`config.mk`:
```
export PLATFORM = sky130hd
export DESIGN_NAME = saturnGlue
export DESIGN_NICKNAME = d
export VERILOG_FILES = /design/src/saturnPkg.sv /design/src/saturnGlue.sv /design/src/resetDebugCtrl.sv /design/src/cdBusGlue.sv /design/src/periphBusMux.sv /design/src/cpuBusMux.sv
export SDC_FILE = /design/constraint.sdc
export NUM_CORES = 1
export LEC_CHECK = 0
export BUFFER_PORTS_ARGS = -buffer_cell sky130_fd_sc_hd__buf_2
export CAP_MARGIN = 15
export CORE_AREA = 2 2 146 148
export CTS_BUF_LIST = sky130_fd_sc_hd__clkbuf_4 sky130_fd_sc_hd__clkbuf_8
export CTS_CLUSTER_DIAMETER = 60
export DETAILED_ROUTE_END_ITERATION = 8
export DIE_AREA = 0 0 148 150
export MAX_ROUTING_LAYER = met4
export PLACE_DENSITY = 0.42
export SLEW_MARGIN = 20
export SYNTH_ARGS = -nofsm -noshare
export SYNTH_HDL_FRONTEND = slang
export SYNTH_HIERARCHICAL = 1
export SYNTH_SLANG_ARGS = --single-unit
```
`constraint.sdc`:
```
create_clock -name CLK -period 1 [get_ports CLK]
set_clock_uncertainty 0.1 [all_clocks]
set_input_delay 0.05 -clock CLK [delete_from_list [all_inputs] [get_ports CLK]]
set_output_delay 0.05 -clock CLK [all_outputs]
set_load 0.02 [all_outputs]
```
`src/saturnPkg.sv`:
```
package saturnPkg;

	// Bus widths
	localparam int cpuAddrW    = 25;
	localparam int cpuDataW    = 32;
	localparam int smpcDataW   = 8;
	localparam int periphDataW = 16;
	localparam int cdAddrW     = 21;
	localparam int cdRamAddrW  = 18; // CD RAM sits in the low part of the sub-bus

	typedef logic [cpuAddrW-1:0]    cpuAddrT;
	typedef logic [cpuDataW-1:0]    cpuDataT;
	typedef logic [smpcDataW-1:0]   smpcDataT;
	typedef logic [periphDataW-1:0] periphDataT;
	typedef logic [cdAddrW-1:0]     cdAddrT;
	typedef logic [cdRamAddrW-1:0]  cdRamAddrT;

	// SMPC byte is mirrored on every lane of the main bus
	localparam int smpcLanes = cpuDataW / smpcDataW;

	// Open bus values
	localparam periphDataT aBusIdle = '1; // A-bus floats high
	localparam periphDataT bBusIdle = '0;

	typedef enum logic [1:0] {
		srcMem,
		srcSmpc,
		srcScu
	} cpuSrcE;

	typedef enum logic [1:0] {
		aCart,
		aCd,
		aNone
	} aSrcE;

	typedef enum logic [1:0] {
		bVdp1,
		bVdp2,
		bScsp,
		bNone
	} bSrcE;

endpackage
```
`src/saturnGlue.sv`:
```
`timescale 1ns/1ps

module saturnGlue (
	input  logic                  CLK,
	input  logic                  RST_N,

	input  logic                  ramhCsN,
	input  logic                  dramCeN,
	input  logic                  romCeN,
	input  logic                  sramCeN,
	input  logic                  smpcCeN,
	input  saturnPkg::cpuDataT    memDi,
	input  saturnPkg::cpuDataT    scuDo,
	input  saturnPkg::smpcDataT   smpcDo,
	input  logic                  memWaitN,
	input  logic                  ctrlWaitN,
	output saturnPkg::cpuDataT    cpuDi,
	output logic                  cpuWaitN,

	input  logic                  aCs0N,
	input  logic                  aCs1N,
	input  logic                  aCs2N,
	input  saturnPkg::periphDataT cartDo,
	input  saturnPkg::periphDataT cdDo,
	input  logic                  cartAWaitN,
	input  logic                  cdAWaitN,
	input  logic                  bCs1N,
	input  logic                  bCs2N,
	input  logic                  bCssN,
	input  saturnPkg::periphDataT vdp1Do,
	input  saturnPkg::periphDataT vdp2Do,
	input  saturnPkg::periphDataT scspDo,
	output saturnPkg::periphDataT aDi,
	output saturnPkg::periphDataT bDi,
	output logic                  aWaitN,

	input  logic                  cdCe,
	input  saturnPkg::cdAddrT     sA,
	input  saturnPkg::periphDataT shDo,
	input  saturnPkg::periphDataT ygrSdo,
	input  saturnPkg::periphDataT cdRamQ,
	input  logic                  sCs1N,
	input  logic                  sWrlN,
	input  logic                  sWrhN,
	input  logic                  sRdN,
	input  logic                  dack0,
	input  logic                  dack1,
	input  logic                  cdRamRdy,
	output logic                  shCeR,
	output logic                  shCeF,
	output saturnPkg::periphDataT sDi,
	output saturnPkg::cdRamAddrT  cdRamA,
	output saturnPkg::periphDataT cdRamD,
	output logic [1:0]            cdRamWe,
	output logic                  cdRamRd,
	output logic                  cdRamCs,
	output logic                  sWaitN,

	input  logic                  smpcCe,
	input  logic                  drawStart,
	input  logic                  cmdEnd,
	input  logic                  dbgBreak,
	input  logic                  dbgRun,
	input  logic                  dbgPause,
	output logic                  memResN,
	output logic                  pause
);

	// Main CPU bus
	cpuBusMux cpuBus_i (
		.ramhCsN   (ramhCsN),
		.dramCeN   (dramCeN),
		.romCeN    (romCeN),
		.sramCeN   (sramCeN),
		.smpcCeN   (smpcCeN),
		.memDi     (memDi),
		.scuDo     (scuDo),
		.smpcDo    (smpcDo),
		.memWaitN  (memWaitN),
		.ctrlWaitN (ctrlWaitN),
		.cpuDi     (cpuDi),
		.cpuWaitN  (cpuWaitN)
	);

	periphBusMux periphBus_i (
		.aCs0N      (aCs0N),
		.aCs1N      (aCs1N),
		.aCs2N      (aCs2N),
		.cartDo     (cartDo),
		.cdDo       (cdDo),
		.cartAWaitN (cartAWaitN),
		.cdAWaitN   (cdAWaitN),
		.bCs1N      (bCs1N),
		.bCs2N      (bCs2N),
		.bCssN      (bCssN),
		.vdp1Do     (vdp1Do),
		.vdp2Do     (vdp2Do),
		.scspDo     (scspDo),
		.aDi        (aDi),
		.bDi        (bDi),
		.aWaitN     (aWaitN)
	);

	// CD block sub-CPU side
	cdBusGlue cdGlue_i (
		.CLK      (CLK),
		.RST_N    (RST_N),
		.cdCe     (cdCe),
		.sA       (sA),
		.shDo     (shDo),
		.ygrSdo   (ygrSdo),
		.cdRamQ   (cdRamQ),
		.sCs1N    (sCs1N),
		.sWrlN    (sWrlN),
		.sWrhN    (sWrhN),
		.sRdN     (sRdN),
		.dack0    (dack0),
		.dack1    (dack1),
		.cdRamRdy (cdRamRdy),
		.shCeR    (shCeR),
		.shCeF    (shCeF),
		.sDi      (sDi),
		.cdRamA   (cdRamA),
		.cdRamD   (cdRamD),
		.cdRamWe  (cdRamWe),
		.cdRamRd  (cdRamRd),
		.cdRamCs  (cdRamCs),
		.sWaitN   (sWaitN)
	);

	resetDebugCtrl resetDebug_i (
		.CLK       (CLK),
		.RST_N     (RST_N),
		.smpcCe    (smpcCe),
		.drawStart (drawStart),
		.cmdEnd    (cmdEnd),
		.dbgBreak  (dbgBreak),
		.dbgRun    (dbgRun),
		.dbgPause  (dbgPause),
		.memResN   (memResN),
		.pause     (pause)
	);

endmodule

```
`src/resetDebugCtrl.sv`:
```
`timescale 1ns/1ps

module resetDebugCtrl (
	input  logic CLK,
	input  logic RST_N,
	input  logic smpcCe,
	input  logic drawStart,
	input  logic cmdEnd,
	input  logic dbgBreak,
	input  logic dbgRun,
	input  logic dbgPause,
	output logic memResN,
	output logic pause
);

	logic brk;
	logic drawSeen;

	// Memory held in reset until the SMPC starts ticking
	always_ff @(posedge CLK or negedge RST_N) begin
		if (!RST_N) begin
			memResN <= 1'b0;
		end else if (smpcCe) begin
			memResN <= 1'b1;
		end
	end

	always_ff @(posedge CLK or negedge RST_N) begin
		if (!RST_N) begin
			brk      <= 1'b0;
			drawSeen <= 1'b0;
		end else begin
			if (drawStart) begin
				brk      <= dbgBreak;
				drawSeen <= 1'b1;
			end else if (cmdEnd && drawSeen) begin
				brk <= dbgBreak; // Step per VDP1 command
			end else if (dbgRun) begin
				brk <= 1'b0;
			end
		end
	end

	// Manual pause acts at once
	assign pause = dbgPause | brk;

endmodule

```
`src/cdBusGlue.sv`:
```
`timescale 1ns/1ps

module cdBusGlue (
	input  logic                  CLK,
	input  logic                  RST_N,
	input  logic                  cdCe,
	input  saturnPkg::cdAddrT     sA,
	input  saturnPkg::periphDataT shDo,
	input  saturnPkg::periphDataT ygrSdo,
	input  saturnPkg::periphDataT cdRamQ,
	input  logic                  sCs1N,
	input  logic                  sWrlN,
	input  logic                  sWrhN,
	input  logic                  sRdN,
	input  logic                  dack0,
	input  logic                  dack1,
	input  logic                  cdRamRdy,
	output logic                  shCeR,
	output logic                  shCeF,
	output saturnPkg::periphDataT sDi,
	output saturnPkg::cdRamAddrT  cdRamA,
	output saturnPkg::periphDataT cdRamD,
	output logic [1:0]            cdRamWe,
	output logic                  cdRamRd,
	output logic                  cdRamCs,
	output logic                  sWaitN
);

	import saturnPkg::*;

	logic shClk;
	logic dmaAck;

	// Half-rate sub-CPU clock phase
	always_ff @(posedge CLK or negedge RST_N) begin
		if (!RST_N) begin
			shClk <= 1'b0;
		end else if (cdCe) begin
			shClk <= ~shClk;
		end
	end

	assign shCeR = shClk & cdCe;
	assign shCeF = ~shClk & cdCe; // First enable after reset is a fall

	// CD RAM hangs off sub-bus CS1
	assign cdRamCs = ~sCs1N;
	assign cdRamWe = ~{sWrhN, sWrlN}; // Upper byte in bit 1
	assign cdRamRd = ~sRdN;
	assign cdRamA  = sA[cdRamAddrW-1:0];

	always_comb begin
		if (!sCs1N) begin
			sDi = cdRamQ;
		end else begin
			sDi = ygrSdo; // YGR019 registers and FIFO
		end
	end

	// During DMA the YGR019 drives the RAM data directly
	assign dmaAck = !dack0 || !dack1;

	always_comb begin
		if (dmaAck) begin
			cdRamD = ygrSdo;
		end else begin
			cdRamD = shDo;
		end
	end

	assign sWaitN = cdRamRdy;

endmodule

```
`src/periphBusMux.sv`:
```
`timescale 1ns/1ps

module periphBusMux (
	input  logic                  aCs0N,
	input  logic                  aCs1N,
	input  logic                  aCs2N,
	input  saturnPkg::periphDataT cartDo,
	input  saturnPkg::periphDataT cdDo,
	input  logic                  cartAWaitN,
	input  logic                  cdAWaitN,
	input  logic                  bCs1N,
	input  logic                  bCs2N,
	input  logic                  bCssN,
	input  saturnPkg::periphDataT vdp1Do,
	input  saturnPkg::periphDataT vdp2Do,
	input  saturnPkg::periphDataT scspDo,
	output saturnPkg::periphDataT aDi,
	output saturnPkg::periphDataT bDi,
	output logic                  aWaitN
);

	import saturnPkg::*;

	aSrcE aSrc;
	bSrcE bSrc;

	// A-bus: cart areas 0/1, CD block on area 2
	always_comb begin
		if (!aCs0N || !aCs1N) begin
			aSrc = aCart;
		end else if (!aCs2N) begin
			aSrc = aCd;
		end else begin
			aSrc = aNone;
		end
	end

	always_comb begin
		case (aSrc)
			aCart:   aDi = cartDo;
			aCd:     aDi = cdDo;
			default: aDi = aBusIdle;
		endcase
	end

	assign aWaitN = cdAWaitN & cartAWaitN;

	// B-bus priority VDP1, VDP2, SCSP
	always_comb begin
		if (!bCs1N) begin
			bSrc = bVdp1;
		end else if (!bCs2N) begin
			bSrc = bVdp2;
		end else if (!bCssN) begin
			bSrc = bScsp;
		end else begin
			bSrc = bNone;
		end
	end

	always_comb begin
		case (bSrc)
			bVdp1:   bDi = vdp1Do;
			bVdp2:   bDi = vdp2Do;
			bScsp:   bDi = scspDo;
			default: bDi = bBusIdle;
		endcase
	end

endmodule

```
`src/cpuBusMux.sv`:
```
`timescale 1ns/1ps

module cpuBusMux (
	input  logic                ramhCsN,
	input  logic                dramCeN,
	input  logic                romCeN,
	input  logic                sramCeN,
	input  logic                smpcCeN,
	input  saturnPkg::cpuDataT  memDi,
	input  saturnPkg::cpuDataT  scuDo,
	input  saturnPkg::smpcDataT smpcDo,
	input  logic                memWaitN,
	input  logic                ctrlWaitN,
	output saturnPkg::cpuDataT  cpuDi,
	output logic                cpuWaitN
);

	import saturnPkg::*;

	logic   memSel;
	cpuSrcE src;

	// High RAM, low RAM, BIOS ROM or backup SRAM
	assign memSel = !ramhCsN || !dramCeN || !romCeN || !sramCeN;

	always_comb begin
		if (memSel) begin
			src = srcMem;
		end else if (!smpcCeN) begin
			src = srcSmpc;
		end else begin
			src = srcScu; // Everything else decodes in the SCU
		end
	end

	always_comb begin
		case (src)
			srcMem: begin
				cpuDi = memDi;
			end
			srcSmpc: begin
				cpuDi = {smpcLanes{smpcDo}};
			end
			default: begin
				cpuDi = scuDo;
			end
		endcase
	end

	// External memory wait only counts on memory cycles
	assign cpuWaitN = ctrlWaitN & (memWaitN | !memSel);

endmodule

```
### Word-level counts from Yosys, hierarchy flattened

Index checks and enable logic that the tools add are counted.

| word-level totals | value |
|---|---|
| word-level logic and storage cells | 52 |
| latch bits | 0 |
| memory bits (read-only) | 0 |
| RAM bits | 0 |
| output and inout bits | 125 |
| register bits after elaboration | 4 |
| input bits | 252 |
| memories kept | 0 |

| operators by class | value |
|---|---|
| bitwise logic cells | 10 |
| eq/ne operators | 4 |
| multiply operators | 0 |
| $add $sub $neg | 0 |
| shift-type cells | 0 |
| mux-type cells | 15 |
| reduce and logical (&&, ||, !) cells | 19 |
| div/mod/pow operators | 0 |
| order comparisons | 0 |

Operator list:

| operator | number |
|---|---|
| 32-bit case mux with 2 select lines | 1 |
| 16-bit case mux with 3 select lines | 1 |
| 16-bit two-way mux | 2 |
| 16-bit case mux with 2 select lines | 1 |
| 2-bit two-way mux | 6 |
| 1-bit zero test | 9 |
| 2-bit by 1-bit equality test with 1-bit output, second input constant | 3 |
| 2-bit zero test | 3 |
| 1-bit logical OR | 5 |
| 1-bit AND | 4 |
| 1-bit two-way mux | 4 |
| 1-bit NOT | 3 |
| 3-bit nonzero test | 1 |
| 2-bit equality test, second input constant | 1 |
| 2-bit NOT | 1 |
| 1-bit OR | 2 |
| 1-bit logical AND | 1 |

### Logic depth before layout (Yosys ltp)

Gate-level depths: netlist of the first run.

| logic depth | value |
|---|---|
| word-level depth | 7 |
| depth in mapped cells | 5 |
| depth with buffers taken out | 2 |

### Cells and area by module

The synthesis of the first run kept the hierarchy.

Modules (own cells, without submodules):

| module | cells each | instances | area each (µm²) | sequential area each (µm²) |
|---|---|---|---|---|
| cpuBusMux | 74 | 1 | 1,034.7 | 0.0 |
| periphBusMux | 129 | 1 | 827.0 | 0.0 |
| cdBusGlue | 63 | 1 | 641.9 | 25.0 |
| resetDebugCtrl | 9 | 1 | 123.9 | 75.1 |

### Worst setup path before layout of the first run

Ideal clock, no wire load.

| timing | value |
|---|---|
| path kind | input-to-output |
| start point | in sramCeN |
| end point | out cpuDi[10] |
| data arrival time | 928 ps |
| stages | 4 |
| setup slack | -78 ps |
| required time | 850 ps |
| path buffers | 2 |
| cell sequence | and4_1 buf_2 buf_4 mux2_4 |

| between the ends | value |
|---|---|
| longest elaborated chain between the ends | 5 |
| elaborated cells between the ends (all ways) | 6 |
| those cells by class | eq/ne: 1; mux: 2; reduce/logical: 3 |

Ends and longest elaborated chain:

| item | line | RTL |
|---|---|---|
| start, declared | saturnGlue.sv:10 | `input logic sramCeN,` |
| 1-bit zero test * | cpuBusMux.sv:24 | `assign memSel = !ramhCsN \|\| !dramCeN \|\| !romCeN \|\| !sramCeN;` |
| 1-bit logical OR * | cpuBusMux.sv:24 |  |
| 2-bit two-way mux * | cpuBusMux.sv:27 | `if (memSel) begin` |
| 2-bit by 1-bit equality test with 1-bit output or 2-bit zero test (tied branches) | cpuBusMux.sv:37 | `case (src)` |
| 32-bit case mux with 2 select lines * | cpuBusMux.sv:37 |  |
| end, declared | saturnGlue.sv:17 | `output saturnPkg::cpuDataT cpuDi,` |

Mark *: on every way between the ends. The rest lies on a longest branch, timed or not.

### Worst setup path after layout of the first run

| timing | value |
|---|---|
| start point | in sramCeN |
| end point | out cpuDi[9] |

Same word-level chain as after synthesis.

==> results of run 1 <==
flip-flops by register name, summed over array words and instances (netlist names):
register               count
cdGlue_i/shClk             1
resetDebug_i/brk           1
resetDebug_i/drawSeen      1
resetDebug_i/memResN       1
layer usage:
| layer | track usage | up-vias | part of all wire |
|---|---|---|---|
| li1 | - | 1646 | - |
| met1 | 0.1049 | 1538 | 0.34 |
| met2 | 0.2236 | 220 | 0.56 |
| met3 | 0.02104 | 13 | 0.086 |
| met4 | 0.01667 | 0 | 0.0088 |
| met5 | - | - | 0 |
cell families (layout without fill, tap and decap cells):
| kind of cell | count (synthesis) | count (layout) | share of synthesized area |
|---|---|---|---|
| multiplexers | 97 | 97 | 0.5171 |
| AND/OR/NAND/NOR | 74 | 74 | 0.1552 |
| AO/OA/AOI/OAI | 50 | 50 | 0.1481 |
| buffers and inverters | 49 | 389 | 0.1381 |
| flip-flops | 4 | 4 | 0.03810 |
| XOR/XNOR | 1 | 1 | 0.003334 |
how the worst max path moves through the flow:
stage	startpoint	endpoint	slack, ns	depth (start not counted)
2_1_floorplan	smpcCeN	cpuDi[0]	-0.03	4
3_3_place_gp	smpcCeN	cpuDi[16]	-0.33	5
3_5_place_dp	smpcCeN	cpuDi[16]	-0.34	5
4_1_cts	sramCeN	cpuDi[5]	-0.27	6
5_1_grt	sramCeN	cpuDi[18]	-0.29	6
6_report	sramCeN	cpuDi[9]	-0.27	6
layout make-up:
type                    count  area, µm²  share of cell area
clock buffers               3      41.29            0.007509
multi-input cells         222       2277              0.4141
well taps                 275      344.1             0.06257
inverters                   4      15.01            0.002730
flip-flops and latches      4      100.1             0.01820
repair buffers            382       2721              0.4949
where the power goes:
group	leakage, nW	switching (W)	internal, W
Sequential	0.0412	0.0000192	0.000188
Clock	0.0216	0.0000913	0.000257
Combinational	2.75	0.00123	0.00154
Total	2.81	0.00134	0.00198
cell usage after synthesis:
cell type	n	area, µm²
nand2_2	1	6.260
nand2b_1	16	100.1
a31oi_1	16	100.1
buf_4	22	165.2
buf_2	9	45.04
nand3b_1	16	120.1
a21oi_1	22	110.1
dfrtp_1	4	100.1
and4_1	1	8.760
o21a_1	1	7.510
buf_12	1	20.02
xor2_1	1	8.760
a21oi_2	1	8.760
nor2_1	32	120.1
clkbuf_1	3	11.26
and2_1	2	12.51
nor2b_1	2	12.51
clkbuf_2	1	5.000
and2_4	1	8.760
or2_2	3	18.77
a21oi_4	10	162.7
mux2_4	71	1066
inv_1	4	15.01
mux2_2	26	292.8
buf_6	9	101.4
worst register-to-register path: cells and delay by family, from the launching register on:
family             cells  cell delay (ns)
DFF                    1             0.37
AOI/OAI and AO/OA      1             0.14
muxes                  1             0.30
through the flow:
step | power, W | utilization | instances
after global routing | 0.003516 | 0.2658 | 890
after detailed placement | 0.002493 | 0.2204 | 866
after global placement | 0.002500 | 0.2204 | 866
after floorplan | 0.001660 | - | 275
after CTS | 0.003249 | 0.2597 | 888
final | 0.003324 | 0.2658 | 890
layout by cell type (no fill, tap or decap), types with 3 or more instances in the layout:
cell type,count
buf_6,57
buf_4,30
buf_12,12
dfrtp_1,4
a21oi_1,13
nand2b_1,15
buf_8,4
a31oi_1,14
buf_2,267
dlygate4sd3_1,5
clkbuf_8,3
inv_1,4
a21oi_4,10
nor2_1,32
mux2_4,81
nand3b_1,16
mux2_2,16
a21oi_2,10
buf_16,4
repair_timing:
item                                    4_1_cts  5_1_grt
hold endpoints to repair                      8        0
endpoints found under the setup margin       72       65
setup buffers                                 8        1
hold buffers                                  5        0
cloned                                        6        3
pin swaps                                     6        5
gates resized for setup                     135       36
==> run summary, run 1 <==
Crit path largest cell delay = 0.31 ns
Worst Setup Path Type = in -> out
Failing checks = setup timing
Global-route wire length before repair = 18260 µm
Worst Path Buf+Inv = 4
Largest net degree at the start of global routing = 18
Power Density = 604.5 nW/µm²
Status = finished with violations
Type of origin of the critical path = input pin
Synth Area per Inst = 9.555 µm²
Hold_sp = sA[0]
Vias = 3417
Maxcap violations = 0
CTS root buffer = clkbuf_8
Min Tclk post-route = 1.268 ns
Number of I/O pins = 377
CTS Sinks = 4
Filler cell count = 2269
H-tree depth = 1
Syn Std Cell Area = 2628 µm²
Worst Path Max Fanout = 6
Top Family by Delay on Critical Path = buffers and inverters
Drt first pass iters = 4
Grt ovf = 0
Max Fclk = 788.6 MHz
DIE HEIGHT = 150 µm
Die width = 148 µm
Post-route cell area = 5499 µm²
Die area = 22200 µm²
Leakage power = 2.812 nW
Nets = 869
Worst R2R Path Depth = 2
Post-Synthesis Cells = 275
Slew Limit Fails = 0
Setup WS pre-CTS = -0.3397 ns
Period utilization = 1.268
WL/cell = 15.10 µm
Placed inst area = 4559 µm²
Seq/Total Area, Yosys = 0.03810
Unique masters post-synth = 25
Worst Hold Path Cells = 0
Port bufs = 335
DRT iter0 DRCs = 54
Placer's final routability congestion estimate = 0.7916
Clk Latency, worst-skew pair = 0.22 ns
Synth Warn # = 6
Initial antenna violation count = 0
Fin worst setup slack = -0.2681 ns
Crit path top cell by count = buf_6
DRT antenna net count = 0
Layout cells sized above 1 = 0.8244
CTS tree = yes
CP required = 0.85 ns
WL final = 13440 µm
Worst-path cell chain = buf_6, and4_4, buf_12, buf_16, mux2_4, buf_6
Maximum vdd drop = 0.5610 mV
TNS Setup = -7.547 ns
Critical Path End Type = output port
Worst path arrival time = 1.12 ns
Initial Util = 0.1270
RSZ-0062 raised after global routing = true
Fin. Hold Viols = 0
Total track usage = 0.1084
Area grow syn2layout = 109.3%
Rows = 53
Bufs on Longest Clock Path = 2
Slew HR = 0.8105
Worst reg2reg path endpoint = resetDebug_i/brk
Slowest CP cell = mux2_4
Syn_nets = 527
#FFs+latches synth = 4
Hold_ws = 0.000007779 ns
Core Area = 20690 µm²
Post-route DRC = 0
Via density = 3.839
Inserted Diodes = 0
Final HPWL DP = 11080 µm
Hold Path Sink = cdRamA[0]
HP Class = in -> out
CTS buffer count = 3
Worst Tran Pin Value = 0.2833 ns
Reg2reg start = resetDebug_i/drawSeen
Vias in the first global route = 3362
Worst reg2reg setup slack = -0.03 ns
Setup violations, final = 37
(Power assumes the default switching activity.)
==> inputs of run 2 (changes only) <==
REMOVE_ABC_BUFFERS = 1   (was unset)
==> run 2 against run 1 <==
The run still ends with setup timing left. Sequential share of layout area up 0.13 points. Critical endpoint is now cpuDi[10]. Critical path type unchanged. Total power down 4.5%. Clock-buffer cell count unchanged.
==> run summary, run 2 (synthesis results as in run 1) <==
Status = finished with violations
Failing checks = setup timing
Worst Setup Path Type = in -> out
Bufs on Longest Clock Path = 2 (unchanged)
CTS root buffer = clkbuf_8
Die area = 22200 µm² (unchanged)
Vias = 3299 (-3.5%)
Worst Path Buf+Inv = 3 (-1)
Post-route DRC = 0 (unchanged)
Commonest non-fill, non-tap cells in the layout = 277 x buf_2, 77 x mux2_4, 49 x buf_6
Rows = 53 (unchanged)
Crit path largest cell delay = 0.31 ns (about the same)
Inserted Diodes = 0 (unchanged)
Fin. Hold Viols = 0 (unchanged)
DRT iter0 DRCs = 89 (+65%)
CP required = 0.85 ns (about the same)
Worst path arrival time = 1.06 ns (-0.06 ns)
DRT antenna net count = 0 (unchanged)
Multi-input logic area = 2208 µm² (-3.0%)
Global-route wire length before repair = 16920 µm (-7.4%)
Setup violations, final = 37 (unchanged)
Period utilization = 1.209 (-0.05865)
Switching part of the total = 0.4083 (+0.004176)
WL final = 12750 µm (-5.1%)
TNS Setup = -5.907 ns (+1.641 ns)
WL/cell = 14.67 µm (-2.8%)
CTS buffer count = 3 (unchanged)
Layout cells sized above 1 = 0.7980 (-0.02641)
Slew Limit Fails = 0 (unchanged)
Worst reg2reg setup slack = -0.04 ns (about the same)
Final HPWL DP = 10900 µm (-1.7%)
Global routing usage on met2 = 0.1898 (-0.03380)
Most common cell after layout, fill and taps aside = buf_2
Min Tclk post-route = 1.209 ns (-0.05865 ns)
Largest net degree at the start of global routing = 33 (+15)
H-tree depth = 1 (unchanged)
Maximum vdd drop = 0.6785 mV (+21%)
Total track usage = 0.09985 (-0.008509)
Vias in the first global route = 3128 (-7.0%)
Area grow syn2layout = 95.33%
Global-route track usage on met3 = 0.01677 (-0.004268)
Max Fclk = 826.8 MHz (+4.8%)
Placer's final routability congestion estimate = 0.7502 (-5.2%)
Critical Path End Type = output port
Clock share of power = 0.111 (+0.006)
CTS tree = yes
Worst Tran Pin Value = 0.3001 ns (+0.01686 ns)
Slew HR = 0.7999 (-0.01054)
Slowest CP cell = mux2_4
Post-route cell area = 5132 µm² (-6.7%)
Leakage power = 2.642 nW (-6.0%)
Sw power = 0.001296 W (-3.5%)
Port bufs = 335 (unchanged)
Gr busiest metal = met2
Worst Path Max Fanout = 20 (+14)
Placed inst area = 4507 µm² (-1.2%)
Nets = 848 (-2.4%)
Core Area = 20690 µm² (unchanged)
Initial Util = 0.1270 (unchanged)
Drt first pass iters = 4 (unchanged)
Maxcap violations = 0 (unchanged)
Fin worst setup slack = -0.2095 ns (+0.05865 ns)
Number of I/O pins = 377 (unchanged)
Worst-path cell chain = buf_6, and4_4, buf_12, mux2_4, buf_2
Register area = 100.1 µm² (unchanged)
Grt ovf = 0 (unchanged)
RSZ-0062 raised after global routing = true
HP Class = in -> out
Via density = 3.796 (-1.1%)
Filler cell count = 2296 (+1.2%)
Internal = 0.001879 W (-5.1%)
Power Density = 618.6 nW/µm² (+2.3%)
CTS Sinks = 4 (unchanged)
Sequential Power Share = 0.065 (+0.003)
Top Family by Delay on Critical Path = buffers and inverters
GR Util met1 = 0.1107 (+0.005828)
Die width = 148 µm (unchanged)
Comb pwr share = 0.824 (-0.009)
Type of origin of the critical path = input pin
DIE HEIGHT = 150 µm (unchanged)
Initial antenna violation count = 1 (+1)
Clk Latency, worst-skew pair = 0.22 ns (about the same)
run 2: cell count changes in the layout (fill, tap and decap cells not counted), sizes merged:
cell and change:
clkbuf -2, buf -19
run 2: power groups by stage:
stage                     Clock [W]  Sequential, W  Combinational [W]
after detailed placement          0       0.000207            0.00225
after global routing       0.000362       0.000211            0.00278
final                      0.000352       0.000207            0.00262
after global placement            0       0.000209            0.00226
after CTS                  0.000356       0.000206            0.00261
after floorplan                   0       0.000204            0.00119
run 2: final timing paths:
kind / from / endpoint / cells past startpoint
max: sramCeN / cpuDi[10] / 5
min: sA[0] / cdRamA[0] / 0
max reg2reg: resetDebug_i/drawSeen / resetDebug_i/brk / 2
min reg2reg: resetDebug_i/memResN / resetDebug_i/memResN / 1
max in group asynchronous: RST_N / resetDebug_i/drawSeen / 2
min in group asynchronous: RST_N / resetDebug_i/brk / 2
run 2: cell type report:
cell class / count / area share
Multi-Input combinational cell: 222 / 0.4303
Clock buffer: 3 / 0.008045
Sequential cell: 4 / 0.01950
Timing Repair Buffer: 361 / 0.4722
Tap cell: 275 / 0.06704
Inverter: 4 / 0.002925
run 2: worst register-to-register path: cells and delay by family, from the launching register on:
kind / cells / cell delay, ns
flip-flops: 1 / 0.38
multiplexers: 1 / 0.30
AO/OA/AOI/OAI: 1 / 0.14
run 2: metal layers:
layer | vias to the layer above | wire length, µm
li1 | 1601 | -
met1 | 1478 | 4679
met2 | 214 | 6805
met3 | 6 | 1149
met4 | 0 | 113
met5 | - | 0
run 2: timing repair:
item,4_1_cts,5_1_grt
cloned,3,1
setup endpoints to repair,70,69
hold buffers,5,0
setup buffers,6,0
endpoints found under the hold margin,8,0
pin swaps,4,2
gates resized for setup,101,25
run 2: metrics by stage:
step | hold WS, ns | total power, W | cells | utilization | setup WS (ns)
global route | 0.0001649 | 0.003353 | 869 | 0.2481 | -0.2367
CTS | 0.0003668 | 0.003169 | 871 | 0.2463 | -0.2197
floorplan | -0.3456 | 0.001394 | 230 | - | -0.9597
global placement | -0.2366 | 0.002472 | 854 | 0.2178 | -0.2927
detailed placement | -0.2363 | 0.002457 | 854 | 0.2178 | -0.3068
finish | 0.0001974 | 0.003175 | 869 | 0.2481 | -0.2095
